==> src/verilog/cache_complex_config.svh <==
`ifndef CACHE_COMPLEX_CONFIG_SVH
`define CACHE_COMPLEX_CONFIG_SVH

// byte address
`define CC_ADDR_WIDTH 32

// one cache line, same width on both L1 and memory side
`define CC_LINE_BITS 128

// request queue
`define CC_QUEUE_DEPTH 4
`define CC_LG_QUEUE_DEPTH 2

`endif

==> src/verilog/mem_types_pkg.sv <==
`default_nettype none

`include "cache_complex_config.svh"

package mem_types_pkg;

   // 4-bit opcode field as on the memory port
   typedef enum logic [3:0]
   {
      MEM_LOAD  = 4'd0,
      MEM_STORE = 4'd1
   } mem_op_t;

   typedef enum logic
   {
      SRC_L1D = 1'b0,
      SRC_L1I = 1'b1
   } req_src_t;

   typedef struct packed
   {
      logic [`CC_ADDR_WIDTH-1:0] addr;
      mem_op_t                   opcode;
      req_src_t                  src;
      logic [`CC_LINE_BITS-1:0]  store_data;  // only meaningful for stores
   } mem_req_t;

   typedef enum logic
   {
      ROUTE_IDLE = 1'b0,
      ROUTE_WAIT = 1'b1
   } router_state_t;

endpackage

`default_nettype wire

==> src/verilog/flush_types_pkg.sv <==
`default_nettype none

package flush_types_pkg;

   typedef enum logic [2:0]
   {
      FLUSH_IDLE       = 3'd0,
      WAIT_FOR_L1D_L1I = 3'd1,
      GOT_L1D          = 3'd2,  // l1d done, waiting on l1i
      GOT_L1I          = 3'd3,  // l1i done, waiting on l1d
      FLUSH_L2         = 3'd4
   } flush_state_t;

endpackage

`default_nettype wire

==> src/verilog/l1_request_arbiter.sv <==
`default_nettype none

module l1_request_arbiter
(
   input  wire logic                   clk,
   input  wire logic                   reset,
   input  wire logic                   l1d_req_valid,
   input  mem_types_pkg::mem_req_t     l1d_req,
   output logic                        l1d_req_ready,
   input  wire logic                   l1i_req_valid,
   input  mem_types_pkg::mem_req_t     l1i_req,
   output logic                        l1i_req_ready,
   input  wire logic                   in_flush_mode,
   output logic                        out_valid,
   output mem_types_pkg::mem_req_t     out_req,
   input  wire logic                   out_ready
);
   import mem_types_pkg::*;

   req_src_t last_winner;
   logic     grant_d;
   logic     grant_i;

   // round robin, the loser of last time goes first on a tie
   assign grant_d = l1d_req_valid && (!l1i_req_valid || last_winner == SRC_L1I);
   assign grant_i = l1i_req_valid && (!l1d_req_valid || last_winner == SRC_L1D);

   assign out_valid = !in_flush_mode && (grant_d || grant_i);
   assign out_req   = grant_d ? l1d_req : l1i_req;

   assign l1d_req_ready = out_ready && !in_flush_mode && grant_d;
   assign l1i_req_ready = out_ready && !in_flush_mode && grant_i;

   always_ff @(posedge clk)
   begin
      if (reset)
      begin
         last_winner <= SRC_L1I;  // l1d gets the first tie
      end
      else if (out_valid && out_ready)
      begin
         last_winner <= grant_d ? SRC_L1D : SRC_L1I;
      end
   end

endmodule

`default_nettype wire

==> src/verilog/mem_request_queue.sv <==
`default_nettype none

`include "cache_complex_config.svh"

module mem_request_queue
(
   input  wire logic                   clk,
   input  wire logic                   reset,
   input  wire logic                   in_valid,
   input  mem_types_pkg::mem_req_t     in_req,
   output logic                        in_ready,
   output logic                        out_valid,
   output mem_types_pkg::mem_req_t     out_req,
   input  wire logic                   out_ready
);
   import mem_types_pkg::*;

   mem_req_t                     entries [`CC_QUEUE_DEPTH];
   logic [`CC_LG_QUEUE_DEPTH-1:0] wr_ptr;
   logic [`CC_LG_QUEUE_DEPTH-1:0] rd_ptr;
   logic [`CC_LG_QUEUE_DEPTH:0]   count;
   logic [`CC_LG_QUEUE_DEPTH:0]   count_next;
   logic                          push;
   logic                          pop;

   assign push = in_valid && in_ready;
   assign pop  = out_valid && out_ready;

   assign out_valid = (count != '0);
   assign out_req   = entries[rd_ptr];

   always_comb
   begin
      count_next = count;
      if (push && !pop)
         count_next = count + 1'b1;
      else if (pop && !push)
         count_next = count - 1'b1;
   end

   always_ff @(posedge clk)
   begin
      if (reset)
      begin
         wr_ptr   <= '0;
         rd_ptr   <= '0;
         count    <= '0;
         in_ready <= 1'b0;  // held low through reset
      end
      else
      begin
         if (push)
            wr_ptr <= wr_ptr + 1'b1;
         if (pop)
            rd_ptr <= rd_ptr + 1'b1;
         count    <= count_next;
         in_ready <= (count_next != `CC_QUEUE_DEPTH);
      end
   end

   always_ff @(posedge clk)
   begin
      if (push)
         entries[wr_ptr] <= in_req;
   end

endmodule

`default_nettype wire

==> src/verilog/mem_response_router.sv <==
`default_nettype none

`include "cache_complex_config.svh"

module mem_response_router
(
   input  wire logic                       clk,
   input  wire logic                       reset,
   input  wire logic                       in_valid,
   input  mem_types_pkg::mem_req_t         in_req,
   output logic                            in_ready,
   output logic                            mem_req_valid,
   output mem_types_pkg::mem_req_t         mem_req,
   input  wire logic                       mem_rsp_valid,
   input  wire logic [`CC_LINE_BITS-1:0]   mem_rsp_load_data,
   output logic                            l1d_rsp_valid,
   output logic                            l1i_rsp_valid,
   output logic [`CC_LINE_BITS-1:0]        rsp_load_data
);
   import mem_types_pkg::*;

   router_state_t state;
   mem_req_t      req_q;
   req_src_t      src_q;
   logic          accept;
   logic          rsp_here;

   assign in_ready = (state == ROUTE_IDLE);
   assign accept   = in_valid && in_ready;
   assign mem_req  = req_q;

   assign rsp_here      = mem_rsp_valid && (state == ROUTE_WAIT);
   assign l1d_rsp_valid = rsp_here && (src_q == SRC_L1D);
   assign l1i_rsp_valid = rsp_here && (src_q == SRC_L1I);
   assign rsp_load_data = mem_rsp_load_data;  // shared by both caches

   always_ff @(posedge clk)
   begin
      if (reset)
      begin
         state         <= ROUTE_IDLE;
         mem_req_valid <= 1'b0;
      end
      else
      begin
         mem_req_valid <= accept;  // single-cycle pulse
         case (state)
            ROUTE_IDLE:
            begin
               if (accept)
                  state <= ROUTE_WAIT;
            end
            ROUTE_WAIT:
            begin
               if (mem_rsp_valid)
                  state <= ROUTE_IDLE;
            end
            default:
            begin
               state <= ROUTE_IDLE;
            end
         endcase
      end
   end

   // outstanding request, only one at a time
   always_ff @(posedge clk)
   begin
      if (accept)
      begin
         req_q <= in_req;
         src_q <= in_req.src;
      end
   end

endmodule

`default_nettype wire

==> src/verilog/flush_sequencer.sv <==
`default_nettype none

module flush_sequencer
(
   input  wire logic clk,
   input  wire logic reset,
   input  wire logic flush_req_l1d,
   input  wire logic flush_req_l1i,
   input  wire logic l1d_flush_complete,
   input  wire logic l1i_flush_complete,
   input  wire logic l2_flush_complete,
   output logic      in_flush_mode,
   output logic      l2_flush_req
);
   import flush_types_pkg::*;

   flush_state_t state;
   flush_state_t state_next;
   logic         flush_next;
   logic         l2_req_next;

   always_comb
   begin
      state_next  = state;
      flush_next  = in_flush_mode;
      l2_req_next = 1'b0;
      case (state)
         FLUSH_IDLE:
         begin
            // an L1 that was not asked counts as already done
            if (flush_req_l1d && flush_req_l1i)
               state_next = WAIT_FOR_L1D_L1I;
            else if (flush_req_l1i)
               state_next = GOT_L1D;
            else if (flush_req_l1d)
               state_next = GOT_L1I;
            if (flush_req_l1d || flush_req_l1i)
               flush_next = 1'b1;
         end
         WAIT_FOR_L1D_L1I:
         begin
            if (l1d_flush_complete && l1i_flush_complete)
            begin
               state_next  = FLUSH_L2;
               l2_req_next = 1'b1;
            end
            else if (l1d_flush_complete)
               state_next = GOT_L1D;
            else if (l1i_flush_complete)
               state_next = GOT_L1I;
         end
         GOT_L1D:
         begin
            if (l1i_flush_complete)
            begin
               state_next  = FLUSH_L2;
               l2_req_next = 1'b1;
            end
         end
         GOT_L1I:
         begin
            if (l1d_flush_complete)
            begin
               state_next  = FLUSH_L2;
               l2_req_next = 1'b1;
            end
         end
         FLUSH_L2:
         begin
            if (l2_flush_complete)
            begin
               state_next = FLUSH_IDLE;
               flush_next = 1'b0;
            end
         end
         default:
         begin
            state_next = FLUSH_IDLE;
            flush_next = 1'b0;
         end
      endcase
   end

   always_ff @(posedge clk)
   begin
      if (reset)
      begin
         state         <= FLUSH_IDLE;
         in_flush_mode <= 1'b0;
         l2_flush_req  <= 1'b0;
      end
      else
      begin
         state         <= state_next;
         in_flush_mode <= flush_next;
         l2_flush_req  <= l2_req_next;
      end
   end

endmodule

`default_nettype wire

==> src/verilog/cache_complex.sv <==
`default_nettype none

`include "cache_complex_config.svh"

module cache_complex
(
   input  wire logic                       clk,
   input  wire logic                       reset,
   input  wire logic                       l1d_req_valid,
   input  mem_types_pkg::mem_req_t         l1d_req,
   output logic                            l1d_req_ready,
   input  wire logic                       l1i_req_valid,
   input  mem_types_pkg::mem_req_t         l1i_req,
   output logic                            l1i_req_ready,
   output logic                            mem_req_valid,
   output mem_types_pkg::mem_req_t         mem_req,
   input  wire logic                       mem_rsp_valid,
   input  wire logic [`CC_LINE_BITS-1:0]   mem_rsp_load_data,
   output logic                            l1d_rsp_valid,
   output logic                            l1i_rsp_valid,
   output logic [`CC_LINE_BITS-1:0]        rsp_load_data,
   input  wire logic                       flush_req_l1d,
   input  wire logic                       flush_req_l1i,
   input  wire logic                       l1d_flush_complete,
   input  wire logic                       l1i_flush_complete,
   input  wire logic                       l2_flush_complete,
   output logic                            in_flush_mode,
   output logic                            l2_flush_req
);

   logic                    arb_valid;
   logic                    arb_ready;
   mem_types_pkg::mem_req_t arb_req;
   logic                    head_valid;
   logic                    head_ready;
   mem_types_pkg::mem_req_t head_req;

   l1_request_arbiter arbiter_inst
   (
      .clk           (clk),
      .reset         (reset),
      .l1d_req_valid (l1d_req_valid),
      .l1d_req       (l1d_req),
      .l1d_req_ready (l1d_req_ready),
      .l1i_req_valid (l1i_req_valid),
      .l1i_req       (l1i_req),
      .l1i_req_ready (l1i_req_ready),
      .in_flush_mode (in_flush_mode),  // stalls new requests only
      .out_valid     (arb_valid),
      .out_req       (arb_req),
      .out_ready     (arb_ready)
   );

   mem_request_queue queue_inst
   (
      .clk       (clk),
      .reset     (reset),
      .in_valid  (arb_valid),
      .in_req    (arb_req),
      .in_ready  (arb_ready),
      .out_valid (head_valid),
      .out_req   (head_req),
      .out_ready (head_ready)
   );

   mem_response_router router_inst
   (
      .clk               (clk),
      .reset             (reset),
      .in_valid          (head_valid),
      .in_req            (head_req),
      .in_ready          (head_ready),
      .mem_req_valid     (mem_req_valid),
      .mem_req           (mem_req),
      .mem_rsp_valid     (mem_rsp_valid),
      .mem_rsp_load_data (mem_rsp_load_data),
      .l1d_rsp_valid     (l1d_rsp_valid),
      .l1i_rsp_valid     (l1i_rsp_valid),
      .rsp_load_data     (rsp_load_data)
   );

   flush_sequencer flush_inst
   (
      .clk                (clk),
      .reset              (reset),
      .flush_req_l1d      (flush_req_l1d),
      .flush_req_l1i      (flush_req_l1i),
      .l1d_flush_complete (l1d_flush_complete),
      .l1i_flush_complete (l1i_flush_complete),
      .l2_flush_complete  (l2_flush_complete),
      .in_flush_mode      (in_flush_mode),
      .l2_flush_req       (l2_flush_req)
   );

endmodule

`default_nettype wire

==> config.mk <==
export PLATFORM = sky130hd
export DESIGN_NAME = cache_complex
export DESIGN_NICKNAME = d
export VERILOG_FILES = /design/src/verilog/mem_types_pkg.sv /design/src/verilog/flush_types_pkg.sv /design/src/verilog/l1_request_arbiter.sv /design/src/verilog/mem_request_queue.sv /design/src/verilog/mem_response_router.sv /design/src/verilog/flush_sequencer.sv /design/src/verilog/cache_complex.sv
export VERILOG_INCLUDE_DIRS = /design/src /design/src/verilog
export SDC_FILE = /design/constraint.sdc
export NUM_CORES = 1
export LEC_CHECK = 0
export ABC_CLOCK_PERIOD_IN_PS = 10100
export BUFFER_PORTS_ARGS = -buffer_cell sky130_fd_sc_hd__buf_2
export CORE_AREA = 2 2 298 300
export CTS_BUF_LIST = sky130_fd_sc_hd__clkbuf_4 sky130_fd_sc_hd__clkbuf_8
export DETAILED_ROUTE_END_ITERATION = 8
export DIE_AREA = 0 0 300 302
export GPL_TIMING_DRIVEN = 0
export PLACE_DENSITY = 0.56
export SYNTH_ARGS = -nofsm -noshare
export SYNTH_HDL_FRONTEND = slang
export SYNTH_SLANG_ARGS = --single-unit
==> constraint.sdc <==
create_clock -name clk -period 10.1 [get_ports clk]
set_input_delay 2.02 -clock clk [delete_from_list [all_inputs] [get_ports clk]]
set_output_delay 2.02 -clock clk [all_outputs]
set_load 0.05 [all_outputs]
**Word-level counts from Yosys, hierarchy flattened**

Memories as Yosys holds them, arrays and structs flattened. A register that Yosys moved wholly into a read port is not among the register bits.
Cells that the tools add are included.

- Reductions and logical operators: 29
- Mux-type cells: 26
- $add $sub $neg: 4
- Bitwise operators: 4
- Equal/unequal tests: 11

Operators by type and width:

| cell | number |
|---|---|
| $mux 165 | 1 |
| $mux 3 | 11 |
| $logic_and 1x1->1 | 15 |
| $pmux 3 s5 | 1 |
| $mux 1 | 10 |
| $ne 4x3->1 const B | 2 |
| $eq 3x2->1 const B | 2 |
| $ne 2x2->1 const B | 3 |
| $pmux 1 s3 | 2 |
| $logic_not 1->1 | 5 |
| $reduce_and 5->1 | 1 |
| $add 2x1->2 const B | 2 |
| $logic_or 1x1->1 | 4 |
| $not 1->1 | 4 |
| $add 3x1->3 const B | 1 |
| $eq 3x1->1 const B | 1 |
| $eq 3x3->1 const B | 1 |
| $logic_not 3->1 | 1 |
| $ne 3x3->1 const B | 1 |
| $reduce_and 3->1 | 1 |
| $reduce_bool 3->1 | 1 |
| $reduce_or 3->1 | 1 |
| $sub 3x1->3 const B | 1 |
| $ne 2x1->1 const B | 1 |
| $pmux 1 s2 | 1 |

- Bits in registers: 16
- RAM bits: 660
- Logic and storage cells: 85
- Input bits: 468
- Output and inout port bits: 300
- Memories: 1

Memory list:

| name | words | width | rd ports | clocked after Yosys merged registers in | write ports | RTL line | text |
|---|---|---|---|---|---|---|---|
| queue_inst.entries | 4 | 165 | 1 | 1 | 1 | mem_request_queue.sv:18 | `` mem_req_t entries [`CC_QUEUE_DEPTH]; `` |

**Depth between registers and ports, before layout**

- Depth after elaboration: 11
- Gate-level depth with buffers: 8
- Depth with buffers taken out: 8

**By module**

Synthesis repeated with hierarchy kept, for this count alone.

- Cell total of the unflattened synthesis: 1,455
- Area, all modules: 32,816.5 µm²

Modules (own cells, without submodules):

| module | times used | area an instance (µm²) | cells each | sequential area each (µm²) |
|---|---|---|---|---|
| mem_request_queue | 1 | 24,287.0 | 917 | 20,019.2 |
| mem_response_router | 1 | 6,020.8 | 304 | 4,994.8 |
| l1_request_arbiter | 1 | 2,175.8 | 195 | 20.0 |
| flush_sequencer | 1 | 332.8 | 39 | 100.1 |

**Least setup slack after synthesis**

Ideal clock, no wire load.

- Path type: input to output
- Start point: input l1d_req_valid
- End point: output l1i_req_ready
- Path slack: 4.857 ns
- Stages: 1
- Required time: 8.080 ns
- Buffers on the path: 0
- Arrival: 3.223 ns
- Cells stage by stage: a211oi_1

- Cells in the longest elaborated chain, start to end: 4

RTL lines:

| item | RTL line | text |
|---|---|---|
| start: declaration | cache_complex.sv:9 | `input wire logic l1d_req_valid,` |
| $logic_not 1->1 | l1_request_arbiter.sv:26 | `assign grant_i = l1i_req_valid && (!l1d_req_valid \|\| last_winner == SRC_L1D);` |
| $logic_or 1x1->1 | l1_request_arbiter.sv:26 |  |
| $logic_and 1x1->1 | l1_request_arbiter.sv:26 |  |
| $logic_and 1x1->1 | l1_request_arbiter.sv:32 | `assign l1i_req_ready = out_ready && !in_flush_mode && grant_i;` |
| end: declaration | cache_complex.sv:14 | `output logic l1i_req_ready,` |

No other way between the ends.

**Worst setup path after layout**

- Start point: input l1i_req_valid
- End point: output l1d_req_ready

- Cells in the longest elaborated chain, start to end: 4

RTL lines:

| item | RTL line | text |
|---|---|---|
| start: declaration | cache_complex.sv:12 | `input wire logic l1i_req_valid,` |
| $logic_not 1->1 | l1_request_arbiter.sv:25 | `assign grant_d = l1d_req_valid && (!l1i_req_valid \|\| last_winner == SRC_L1I);` |
| $logic_or 1x1->1 | l1_request_arbiter.sv:25 |  |
| $logic_and 1x1->1 | l1_request_arbiter.sv:25 |  |
| $logic_and 1x1->1 | l1_request_arbiter.sv:31 | `assign l1d_req_ready = out_ready && !in_flush_mode && grant_d;` |
| end: declaration | cache_complex.sv:11 | `output logic l1d_req_ready,` |

No other way between the ends.

==> results.sh <==
export IMPL_dr_pass1_iters=4
export IMPL_via_count=16609
export IMPL_fin_tns_setup_ns=0
export IMPL_drive_gt1_frac=0.591
export IMPL_setup_viol=0
export IMPL_drt_iter0_drc=806
export IMPL_yosysSeqAreaShare=0.773
export IMPL_post_route_min_period_ns=5.90
export IMPL_yosysWarningCount=0
export IMPL_power_internal_mw=7.20
export IMPL_fp_dieArea_um2=90600
export IMPL_yosys_top_cells_count="edfxtp_1, mux2_2, mux4_2"
export IMPL_place_port_buffers=639
export IMPL_wl_per_cell_um=21.9
export IMPL_p_per_area_nw_per_um2=276
export IMPL_rr_worst_depth=4
export IMPL_fin_skew_ns=0.0353
export IMPL_finalPower_mw=11.1
export IMPL_ant_nets=0
export IMPL_grt_pass1_vias=17789
export IMPL_drc_errors=0
export IMPL_crit_end="l1d_req_ready"
export IMPL_clk_latency_ns=0.79
export IMPL_min_from="router_inst.state$_SDFF_PP0_"
export IMPL_required_ns=8.08
export IMPL_async_reset_ff_frac=0
export IMPL_grt_max_degree=90
export IMPL_areaGrowthSynthToFinish_pct=23.8
export IMPL_syn_area_per_cell_um2=22.5
export IMPL_yosys_area_top_type="edfxtp_1"
export IMPL_std_cell_rows=109
export IMPL_status="completed"
export IMPL_fp_dieH_um=302
export IMPL_ys_seq_elements=841
export IMPL_min_path_type="flop to flop"
export IMPL_slew_viol_final=0
export IMPL_antenna_found_initial=4
export IMPL_cts_buffers_inserted=139
export IMPL_cp_arrival_ns=3.88
export IMPL_drv_cap=0
export IMPL_synth_most_common_cell="edfxtp_1"
export IMPL_core_area_um2=87600
export IMPL_highest_layer="met5"
export IMPL_wl_met3_mm=5.50
export IMPL_cp_max_fo=10
export IMPL_crit_type="primary input to output pin"
export IMPL_reg2reg_from="arbiter_inst.last_winner$_SDFFE_PP1P_"
export IMPL_h_tree_depth=4
export IMPL_hold_violations=0
export IMPL_clk_pin_slew_ns=0.06
export IMPL_grt_usage=0.168
export IMPL_startpoint_type="primary input"
export IMPL_cts_resized=0
export IMPL_synth_top_area_share=0.763
export IMPL_postCtsSetupBuffers=0
export IMPL_max_freq_mhz=170
export IMPL_cts_buffer_depth=3
export IMPL_clockPowerShare=0.260
export IMPL_slew_headroom=0.244
export IMPL_fin_nets=2710
export IMPL_start_util=0.371
export IMPL_peakVddDrop_uv=227
export IMPL_swShare=0.352
export IMPL_io_pins=768
export IMPL_ys_types=37
export IMPL_max_slew_worst_pin_slew_ns=1.13
export IMPL_fin_crit_sh=0.584
export IMPL_fillers=7523
export IMPL_m1WireLength_mm=30.5
export IMPL_routed_wl_mm=76.8
export IMPL_grt_pass1_wl_mm=110
export IMPL_dieWidth_um=300
export IMPL_dpl_hpwl_mm=51.7
export IMPL_synth_nets=1916
export IMPL_utilization=0.459
export IMPL_crit_start="l1i_req_valid"
export IMPL_hold_ws_ns=0.522
export IMPL_dp_slack_ns=4.12
export IMPL_netlist_instances=1441
export IMPL_setup_worst_path_end_class="output pin"
export IMPL_synthFlopType="edfxtp_1"
export IMPL_cts_hold_buffers=0
export IMPL_p_sw_mw=3.91
export IMPL_p_comb_frac=0.303
export IMPL_tritoncts="done"
export IMPL_r2r_end="queue_inst.entries[0][80]$_DFFE_PP_"
export IMPL_clock_sinks=841
export IMPL_grt_ovfl_total=0
export IMPL_rsz0062_at_grt="false"
export IMPL_vias_per_cell=4.74
export IMPL_clockRootBuffer="clkbuf_8"
export IMPL_synthesis_area_um2=32500
export IMPL_worst_r2r_setup_slack_ns=7.26
export IMPL_dr_wl_met2_mm=39.3
export IMPL_synth_area_top_cells="edfxtp_1, mux4_2, mux2_2"
export IMPL_synth_edff_count=825
export IMPL_setup_slack_ns=4.20
export IMPL_routabilityCongestion=0.794
export IMPL_seqPwrFrac=0.437
export IMPL_power_leakage_nw=14.4
kinds of logic after synthesis:
group,Yosys count,synth area share
DFF,841,0.773
buffers and inverters,197,0.0399
muxes,331,0.172
AOI/OAI and AO/OA,21,0.00408
and+or+nand+nor,37,0.00605
adders and majority gates,7,0.00270
xor gates and xnor gates,7,0.00247
metrics by stage:
stage / instance area [um^2] / std cells
6_report: 40200 / 3501
5_1_grt: 40200 / 3499
4_1_cts: 40200 / 3498
3_5_place_dp: 37500 / 3259
3_3_place_gp: 37100 / 3245
2_1_floorplan: 32500 / 1441
worst min-delay path by stage:
stage                                                  end  slack [ns]  cells past startpoint
after CTS                     router_inst.state$_SDFF_PP0_        0.52                      2
after floorplan               router_inst.state$_SDFF_PP0_        0.47                      2
after detailed placement      router_inst.state$_SDFF_PP0_        0.51                      2
final                         router_inst.state$_SDFF_PP0_        0.52                      2
after global placement    flush_inst.state[1]$_SDFFE_PP0P_        0.50                      1
after global routing          router_inst.state$_SDFF_PP0_        0.56                      2
routing by layer:
metal / vias up / global-route usage
li1: 7388 / -
met1: 8491 / 0.204
met2: 621 / 0.287
met3: 107 / 0.0501
met4: 2 / 0.0533
met5: - / 0
flip-flops by register name, indices dropped and copies added (netlist names):
name / count
queue_inst.count: 3
router_inst.mem_req: 165
router_inst.mem_req_valid: 1
queue_inst.in_ready: 1
router_inst.state: 1
queue_inst.entries: 660
queue_inst.wr_ptr: 2
flush_inst.state: 3
arbiter_inst.last_winner: 1
flush_inst.in_flush_mode: 1
queue_inst.rd_ptr: 2
flush_inst.l2_flush_req: 1
critical path, cell delays in order:
cell and delay, ns:
buf_2 0.10, inv_1 0.05, o21ai_1 0.63, buf_2 0.47, buf_2 0.32, nor2_1 0.07, buf_2 0.21
cell type report:
class	instances	area, um^2	area share
plain buffers	188	1260	0.0314
diodes	3	7.51	0.000187
flip-flops and latches	841	25100	0.624
multi-input cells	403	6100	0.152
inverters	9	41.3	0.00103
well taps	1165	1460	0.0363
repair buffers	653	3580	0.0891
clock buffers	191	2320	0.0578
clock inverters	48	342	0.00850
cells in the final DEF (no fill, tap or decap), types with 3 or more instances in the layout:
master,count
mux4_2,165
buf_2,676
a21oi_1,6
clkbuf_1,3
ha_1,7
inv_1,8
dfxtp_1,16
diode_2,3
buf_1,14
clkinv_1,26
clkbuf_8,142
bufinv_16,3
clkinv_2,7
nor2_1,13
nand2_1,3
clkbuf_4,49
edfxtp_1,825
o21ai_0,5
buf_16,14
buf_4,132
xor2_1,3
inv_6,3
xnor2_1,3
and3_4,4
mux2_2,166
nor2b_1,3
clkinvlp_4,5
inv_8,3
nor3_1,3
power groups by stage:
stage / logic, mW / registers (mW) / clock network, mW
5_1_grt: 3.57 / 4.91 / 3.13
4_1_cts: 3.45 / 4.87 / 2.99
2_1_floorplan: 1.23 / 6.17 / 0
3_5_place_dp: 3.45 / 4.94 / 0
3_3_place_gp: 3.36 / 5.09 / 0
6_report: 3.37 / 4.86 / 2.88
Note: power is estimated with default switching activity, not from simulation.
